==> src/design/gat_pkg.sv <==
package gat_pkg;

  // Layer sizes
  localparam int NUM_FEAT_IN  = 16;
  localparam int NUM_FEAT_OUT = 4;
  localparam int MAX_NODES    = 4;

  // Element widths
  localparam int DATA_W     = 8;
  localparam int COL_W      = 4;
  localparam int WGT_ADDR_W = 7;
  localparam int WH_W       = 20;
  localparam int COEF_W     = 32;
  localparam int FEAT_W     = 32;
  localparam int NODE_W     = 2;
  localparam int FIDX_W     = $clog2(NUM_FEAT_OUT);

  // Weight store map: W row-major, then a_src, then a_nbr
  localparam int A_SRC_BASE = NUM_FEAT_IN * NUM_FEAT_OUT;
  localparam int A_NBR_BASE = A_SRC_BASE + NUM_FEAT_OUT;
  localparam int WGT_END    = A_NBR_BASE + NUM_FEAT_OUT;

  typedef logic signed [DATA_W-1:0] data_t;
  typedef logic [COL_W-1:0]         col_t;
  typedef logic [WGT_ADDR_W-1:0]    wgt_addr_t;
  typedef logic signed [WH_W-1:0]   wh_t;
  typedef logic signed [COEF_W-1:0] coef_t;
  typedef logic signed [FEAT_W-1:0] feat_t;
  typedef logic [NODE_W-1:0]        node_t;

  // One WH row, elements keep the signed wh_t type
  typedef wh_t [NUM_FEAT_OUT-1:0] wh_row_t;

  typedef enum logic [1:0] {
    AGGR_IDLE,
    AGGR_MAC,
    AGGR_EMIT
  } aggr_state_e;

endpackage

==> src/design/weight_store.sv <==
`timescale 1ns/1ns

module weight_store
  import gat_pkg::*;
(
  input  logic      clk,
  input  logic      rst_n,
  input  logic      wgt_we_i,
  input  wgt_addr_t wgt_addr_i,
  input  data_t     wgt_data_i,
  input  logic      wgt_load_done_i,
  output logic      w_rdy_o,
  output data_t     w_row_o [NUM_FEAT_IN][NUM_FEAT_OUT],
  output data_t     a_src_o [NUM_FEAT_OUT],
  output data_t     a_nbr_o [NUM_FEAT_OUT]
);

  logic [FIDX_W-1:0] col;
  col_t              row;

  // Low bits pick the output feature, the rest the input column
  assign col = wgt_addr_i[FIDX_W-1:0];
  assign row = wgt_addr_i[FIDX_W +: COL_W];

  always_ff @(posedge clk) begin
    if (wgt_we_i) begin
      if (wgt_addr_i < WGT_ADDR_W'(A_SRC_BASE)) begin
        w_row_o[row][col] <= wgt_data_i;
      end else if (wgt_addr_i < WGT_ADDR_W'(A_NBR_BASE)) begin
        a_src_o[col] <= wgt_data_i;
      end else if (wgt_addr_i < WGT_ADDR_W'(WGT_END)) begin
        a_nbr_o[col] <= wgt_data_i;
      end
    end
  end

  // Sticky until reset
  always_ff @(posedge clk or negedge rst_n) begin
    if (!rst_n) begin
      w_rdy_o <= 1'b0;
    end else if (wgt_load_done_i) begin
      w_rdy_o <= 1'b1;
    end
  end

endmodule

==> config.mk <==
export PLATFORM = sky130hd
export DESIGN_NAME = weight_store
export DESIGN_NICKNAME = d
export VERILOG_FILES = /design/src/design/gat_pkg.sv /design/src/design/weight_store.sv
export SDC_FILE = /design/constraint.sdc
export NUM_CORES = 1
export LEC_CHECK = 0
export BUFFER_PORTS_ARGS = -buffer_cell sky130_fd_sc_hd__buf_4
export CAP_MARGIN = 20
export CORE_AREA = 8 8 227 229
export CTS_BUF_LIST = sky130_fd_sc_hd__clkbuf_16
export DETAILED_ROUTE_END_ITERATION = 7
export DIE_AREA = 0 0 235 237
export SETUP_SLACK_MARGIN = 0.05
export SLEW_MARGIN = 15
export SYNTH_ARGS = -nofsm -noshare
export SYNTH_HDL_FRONTEND = slang
export SYNTH_SLANG_ARGS = --single-unit
==> constraint.sdc <==
create_clock -name clk -period 1.2 [get_ports clk]
set_clock_uncertainty 0.05 [all_clocks]
set_input_delay 0.24 -clock clk [delete_from_list [all_inputs] [get_ports clk]]
set_output_delay 0.24 -clock clk [all_outputs]
set_load 0.02 [all_outputs]
# [After elaboration in Yosys (flattened, before gate mapping)]
# Cells that the tools add are included.
[word_totals] output_inout_bits=577 regBits=577 in_bits=19 wordCells=96
[op_classes] n_bitwise=4 order_cmp=7 n_mux=7 reduce_logical=5
[op_table] op="bitwise mux 512 bit" n=1
[op_table] op="demux 32 bit (select 4 bit)" n=1
[op_table] op="bitwise mux 32 bit" n=2
[op_table] op="two-way mux 32 bit" n=1
[op_table] op="< comparator 7 bit (second input constant)" n=3
[op_table] op="demux 8 bit (select 2 bit)" n=1
[op_table] op="two-way mux 8 bit" n=1
[op_table] op="greater-or-equal comparator 5 bit (second input constant)" n=1
[op_table] op="< comparator 5 x 1 -> 1 bit (second input constant)" n=1
[op_table] op="NOT 4 -> 5 bit" n=1
[op_table] op="AND reduction 4 bit" n=1
[op_table] op="greater-or-equal comparator 3 bit (second input constant)" n=1
[op_table] op="< comparator 3 x 1 -> 1 bit (second input constant)" n=1
[op_table] op="NOT 2 -> 3 bit" n=1
[op_table] op="AND reduction 3 bit" n=1
[op_table] op="logical AND 1 bit" n=2
[op_table] op="NOT 1 bit" n=2
[op_table] op="AND reduction 2 bit" n=1

# [Longest topological paths before layout]
# Gate-level depths: netlist of the first run.
[logic_depth] word_depth=8 ltp_mapped=5

# [Least setup slack after synthesis of the first run]
# OpenSTA, ideal clock, no wires.
[synth_timing] path_type="input -> register" start="in wgt_addr_i[5]" end="reg a_nbr_o[24] in the netlist's numbering, enable pin" stages=3 arrival_ns=1.789 setup_ns=0.395 required_time_ns=0.755 slack_ns=-1.034 cell_sequence="or4b_1 buf_2 nor4_1"
[synth_via] elab_chain_len=3 elab_cells_between_ends=6 cone_classes="order compare: 3; bitwise: 2; reduce/logical: 1"
[synth_rtl] element="start, declared" line_no="weight_store.sv:9" source="input wgt_addr_t wgt_addr_i,"
[synth_rtl] element="< comparator 7 bit (on tied branches)" line_no="weight_store.sv:29, weight_store.sv:27"
[synth_rtl] element="NOT 1 bit (no source line)"
[synth_rtl] element="AND reduction 4 bit (no source line) (*)"
[synth_rtl] element="end signal, assigned by index" line_no="weight_store.sv:32" source="a_nbr_o[col] <= wgt_data_i;"
[synth_rtl] element="end, declared" line_no="weight_store.sv:15" source="output data_t a_nbr_o [NUM_FEAT_OUT]"
# Mark *: on every way between the ends. The rest lies on a longest branch, timed or not.
# A chain may end at the register's enable or synchronous reset.

# [Worst setup path in the final report of the first run]
[layout_timing] start="reg w_row_o[242] in the netlist's numbering" end="out w_row_o[242] in the netlist's numbering"
[layout_lines] element="start, declared" line_no="weight_store.sv:13" source="output data_t w_row_o [NUM_FEAT_IN][NUM_FEAT_OUT],"
[layout_lines] element="start signal, assigned by index" line_no="weight_store.sv:28" source="w_row_o[row][col] <= wgt_data_i;"
# No word-level cell between the ends.

==> results of run 1 <==
==> per-layer routing <==
metal | GRT usage, % | vias up | wire length, µm
met5 | 0 | - | 0
met4 | 6.90 | 0 | 1710
met3 | 8.63 | 87 | 6070
met2 | 33.0 | 507 | 28400
met1 | 23.4 | 5049 | 21500
li1 | - | 4223 | -
==> registers in the layout, summed over array words and instances, names as in the netlist <==
signal   cells
w_row_o    512
a_nbr_o     32
a_src_o     32
w_rdy_o      1
==> layout make-up <==
type	count	area (µm²)	area share, %
Multi-Input combinational cell	97	1000	3.51
Sequential cell	577	17300	60.9
Tap cell	622	778	2.73
Clock inverter	49	259	0.910
Clock buffer	57	1430	5.01
Timing Repair Buffer	685	7680	27.0
==> cell usage after synthesis <==
cell | count | share of area, %
or4b_1 | 4 | 0.22
edfxtp_1 | 576 | 97
clkbuf_2 | 1 | 0.028
nand4_1 | 2 | 0.070
nand4bb_1 | 8 | 0.50
or4_1 | 1 | 0.042
buf_2 | 3 | 0.084
or4b_2 | 1 | 0.056
clkbuf_1 | 10 | 0.21
nor4_1 | 2 | 0.070
nand2_1 | 1 | 0.021
dfrtp_1 | 1 | 0.14
nor2_1 | 70 | 1.5
nand4b_1 | 7 | 0.34
or2_2 | 1 | 0.035
buf_6 | 2 | 0.13
==> kinds of logic after synthesis <==
logic type	Yosys count	synth area share (%)
buf+inv	16	0.447
simple gates	97	2.83
flops	577	96.7
==> what timing repair did <==
item / 4_1_cts / 5_1_grt
hold endpoints to repair: 11 / 10
setup buffers: 1 / 0
setup endpoints to repair: 821 / 798
gates resized for setup: 576 / 20
pin swaps: 10 / 10
gates cloned: 1 / 0
hold buffers: 4 / 1
==> power by group <==
part	switching, mW	total [mW]	internal [mW]
clock	7.24	16.1	8.83
sequential	0.0355	22.3	22.2
combinational	0.782	1.19	0.403
==> path summary, 6_finish.rpt <==
kind                                         from                endpoint  slack (ns)  cells past startpoint
min reg2reg                   w_rdy_o$_DFFE_PN0P_     w_rdy_o$_DFFE_PN0P_        0.45                      1
max reg2reg                   w_rdy_o$_DFFE_PN0P_     w_rdy_o$_DFFE_PN0P_        0.35                      1
min                                 wgt_data_i[5]  w_row_o[325]$_DFFE_PP_        0.08                      2
max                        w_row_o[242]$_DFFE_PP_            w_row_o[242]       -0.32                      1
max in group asynchronous                   rst_n     w_rdy_o$_DFFE_PN0P_        0.55                      3
min in group asynchronous                   rst_n     w_rdy_o$_DFFE_PN0P_        0.45                      3
==> per-stage QoR <==
step | TNS [ns] | instances | util (%) | setup WS (ns) | instance area [µm²]
floorplan | -216.87 | 690 | - | -0.556 | 18600
global placement | -315.04 | 1974 | 50.8 | -0.718 | 24500
detailed placement | -321.34 | 1974 | 50.8 | -0.731 | 24500
CTS | -146.40 | 2086 | 58.9 | -0.379 | 28400
global route | -153.58 | 2087 | 59.1 | -0.368 | 28500
finish | -120.77 | 2087 | 59.1 | -0.323 | 28500
==> metrics.yaml, run 1 <==
layout:
  final_common_cell: "buf_6"
  mostFrequentLayoutCells: "587 x buf_6, 576 x edfxtp_1, 67 x buf_4"
  nets: 1436
  area_delta_synth_final_pct: 58.9
  diodes: 0
  drive_gt1_share_pct: 55.8
  fill_cells: 3477
sta:
  tightest_slew_ns: 0.451
  fin_crit_sh_pct: 127
  rsz0062_at_grt: "true"
  drv_slew: 0
  fin_hold_ws_ns: 0.0769
  finalHoldViolations: 0
  fin_crit_ns: 1.52
  fmax_mhz: 656
  relSlewSlack_pct: 69.9
  setup_slack_ns: -0.323
  finalSetupViolations: 593
global_routing:
  antenna_found_initial: 0
  grt_max_degree: 73
  grt_pass1_vias: 10300
  grt_util_all_layers_pct: 20.0
  grt_overflow: 0
  grt_pass1_wl_mm: 80.4
critical_path:
  end_kind: "primary output"
  crit_path_top_delay_cell: "edfxtp_1"
  cp.arrival_ns: 1.23
  required_ns: 0.91
  crit_fanout: 1
  critPathMaxStageDelay_ns: 0.47
  path_class: "flip-flop to primary output"
  start_kind: "flip-flop"
  cp_cell_sequence: "buf_6"
  critical-path-top-delay-family: "flip-flops"
  worst-path-buf-inv: 1
logic_synthesis:
  synth_nets: 709
  syn_area_per_cell_um2: 26.0
  ys_warn_count: 0
  synth_cell_types: 16
  seq_area_frac_synth_pct: 96.7
  ys_seq_elements: 577
  netlist_area_um2: 17900
  syn-instance-count: 690
die:
  ios: 596
  die_y_um: 237
  initial_core_util_pct: 37.2
  core_area_um2: 48100
  die_area_um2: 55700
  die_w_um: 235
  placementRows: 81
clock_network:
  h-tree-depth: 2
  clk_latency_ns: 0.58
  cts_tree: "built"
  cts_root_buf: "clkbuf_16"
  cts_num_sinks: 577
  cts_max_path_buffers: 3
  numCtsBuffers: 56
  clk_pin_slew_ns: 0.06
outcome:
  failed_checks: "setup timing"
  outcome: "finished, violations left"
power_and_ir_drop:
  ir_drop_mv: 1.23
  power.leakage_nw: 10.3
  finalPower_mw: 39.5
  p_per_area_nw_per_um2: 1390
route:
  drt_iter0_drc: 741
  ant_nets: 0
  routed_via_density: 4.73
  wl_mm: 57.6
  drc: 0
  wl_per_cell_um: 27.6
  num_vias: 9866
  dr.pass1.iters: 5
place:
  dpl.hpwl_mm: 38.9
  place_congestion: 0.770
  io_buffers: 595
worst_hold_path:
  hold_path.class: "input pin to flip-flop"
run:
  cap_violations: 0
(Power assumes the default switching activity.)
==> inputs of run 2 (changes only) <==
--- a/config.mk
+++ b/config.mk
@@ -7,10 +7,11 @@
 export LEC_CHECK = 0
 export BUFFER_PORTS_ARGS = -buffer_cell sky130_fd_sc_hd__buf_4
 export CAP_MARGIN = 20
-export CORE_AREA = 8 8 227 229
-export CTS_BUF_LIST = sky130_fd_sc_hd__clkbuf_16
+export CORE_AREA = 8 8 223 225
+export CTS_BUF_LIST = sky130_fd_sc_hd__clkbuf_8
 export DETAILED_ROUTE_END_ITERATION = 7
-export DIE_AREA = 0 0 235 237
+export DIE_AREA = 0 0 231 233
+export PLACE_DENSITY = 0.68
 export SETUP_SLACK_MARGIN = 0.05
 export SLEW_MARGIN = 15
 export SYNTH_ARGS = -nofsm -noshare
==> run 2 against run 1 <==
Net effect: the flow still finishes with violations (setup timing); worst hold slack better by 0.011 ns; critical path depth stayed put; via count is 2.7% higher; largest cell class unchanged.
==> metrics.yaml, run 2 (synthesis gave the netlist of run 1 again) <==
outcome:
  outcome: "finished, violations left"
  failed_checks: "setup timing"
die:
  core_area_um2: 46100
  placementRows: 79
  die_area_um2: 53800
  initial_core_util_pct: 38.9
  die_w_um: 231
  ios: 596
  die_y_um: 233
critical_path:
  start_kind: "flip-flop"
  path_class: "flip-flop to primary output"
  worst-path-buf-inv: 1
  critical-path-top-delay-family: "flip-flops"
  required_ns: 0.91
  end_kind: "primary output"
  cp_cell_sequence: "buf_6"
  critPathMaxStageDelay_ns: 0.49
  cp.arrival_ns: 1.33
  crit_fanout: 1
  crit_path_top_delay_cell: "edfxtp_1"
route:
  wl_met1_mm: 20.7
  wl_met2_mm: 28.8
  wl_met3_mm: 6.54
  routed_via_density: 4.80
  ant_nets: 0
  drc: 0
  wl_mm: 57.6
  num_vias: 10100
  wl_per_cell_um: 27.3
  dr.pass1.iters: 4
  drt_iter0_drc: 758
  routed.top_layer: "met4"
power_and_ir_drop:
  switching_share_pct: 20.9
  power.leakage_nw: 10.3
  cellInternalPower_mw: 31.1
  seqPwrFrac_pct: 56.7
  p_per_area_nw_per_um2: 1390
  ir_drop_mv: 1.60
  clockPowerShare_pct: 40.3
  combPwrFrac_pct: 3.0
  p_switching_mw: 8.23
global_routing:
  grt_overflow: 0
  grt_pass1_wl_mm: 79.0
  grt_pass1_vias: 10700
  antenna_found_initial: 0
  grt_util_all_layers_pct: 20.5
  grt_max_degree: 73
sta:
  rsz0062_at_grt: "true"
  fmax_mhz: 618
  finalSetupViolations: 577
  setup_slack_ns: -0.419
  finalHoldViolations: 0
  relSlewSlack_pct: 70.5
  fin_crit_ns: 1.62
  fin_hold_ws_ns: 0.0879
  tightest_slew_ns: 0.443
  drv_slew: 0
  fin_crit_sh_pct: 135
layout:
  drive_gt1_share_pct: 56.0
  largest_registers: "w_row_o x512, a_nbr_o x32, a_src_o x32"
  fill_cells: 3061
  seq_area_um2: 17300
  stdcell_area_um2: 28400
  nets: 1461
  mostFrequentLayoutCells: "579 x buf_6, 576 x edfxtp_1, 93 x clkbuf_8"
  final_common_cell: "buf_6"
  area_delta_synth_final_pct: 58.4
  regMostFlops: "w_row_o"
  largest_reg_flops: 512
  multiInputGateArea_um2: 997
  diodes: 0
place:
  io_buffers: 595
  dpl.hpwl_mm: 38.0
  place_congestion: 0.780
  placed_cell_area_um2: 24400
clock_network:
  cts_root_buf: "clkbuf_8"
  cts_max_path_buffers: 3
  cts_setup_buffers: 0
  clk_pin_slew_ns: 0.06
  cts_tree: "built"
  clk_latency_ns: 0.66
  cts_num_sinks: 577
  numCtsBuffers: 89
  h-tree-depth: 3
worst_hold_path:
  hold_path.class: "input pin to flip-flop"
run:
  cap_violations: 0
## run 2: cell count changes in the layout (fill, tap and decap cells not counted), moves of 5 or more
| cell | before | now |
|---|---|---|
| clkbuf_8 | 0 | 93 |
| clkbuf_16 | 57 | 0 |
| buf_6 | 587 | 579 |
| clkinv_1 | 13 | 21 |
| bufinv_16 | 1 | 6 |
| inv_6 | 5 | 0 |
## run 2: final timing paths
path | from | to | slack, ns | cells past startpoint
min in group asynchronous | rst_n | w_rdy_o$_DFFE_PN0P_ | 0.36 | 3
worst min-delay path | wgt_data_i[1] | a_src_o[25]$_DFFE_PP_ | 0.09 | 2
worst min register to register | w_rdy_o$_DFFE_PN0P_ | w_rdy_o$_DFFE_PN0P_ | 0.45 | 1
max in group asynchronous | rst_n | w_rdy_o$_DFFE_PN0P_ | 0.64 | 3
worst max-delay path | w_row_o[370]$_DFFE_PP_ | w_row_o[370] | -0.42 | 1
worst max register to register | w_rdy_o$_DFFE_PN0P_ | w_rdy_o$_DFFE_PN0P_ | 0.35 | 1
## run 2: final cells by class
cell class | count | area share (%)
flip-flops and latches | 577 | 61.1
clock buffers | 93 | 4.51
multi-input cells | 97 | 3.52
well taps | 607 | 2.68
repair buffers | 677 | 26.8
clock inverters | 60 | 1.45
## run 2: power groups by stage
stage | clock network (mW) | logic, mW | registers (mW)
after floorplan | 0 | 0.219 | 22.8
after global placement | 0 | 1.12 | 22.7
after detailed placement | 0 | 1.13 | 22.7
after CTS | 16.0 | 1.19 | 22.3
after global routing | 16.9 | 1.23 | 22.3
final | 15.9 | 1.18 | 22.3
## run 2: per-layer routing
metal | up-vias | GRT usage [%]
met4 | 0 | 7.40
met5 | - | 0
met2 | 563 | 34.5
met3 | 87 | 9.09
met1 | 5202 | 23.0
li1 | 4276 | -
## run 2: what timing repair did
action / in CTS / in global routing
pin swaps: 0 / 4
hold endpoints to repair: 100 / 0
gates cloned: 0 / 0
resized for setup: 569 / 12
hold buffers: 9 / 0
endpoints found under the setup margin: 577 / 625
## run 2: through the flow
stage                     instances  power [mW]  util (%)  worst slack [ns]  setup TNS (ns)
after detailed placement       1949        23.8      53.0            -0.661         -294.18
final                          2111        39.3      61.6            -0.419         -160.01
after global routing           2111        40.4      61.6            -0.495         -196.68
after CTS                      2111        39.4      61.5            -0.499         -206.38
after floorplan                 690        23.0         -            -0.556         -216.87
after global placement         1949        23.8      53.0            -0.636         -281.89
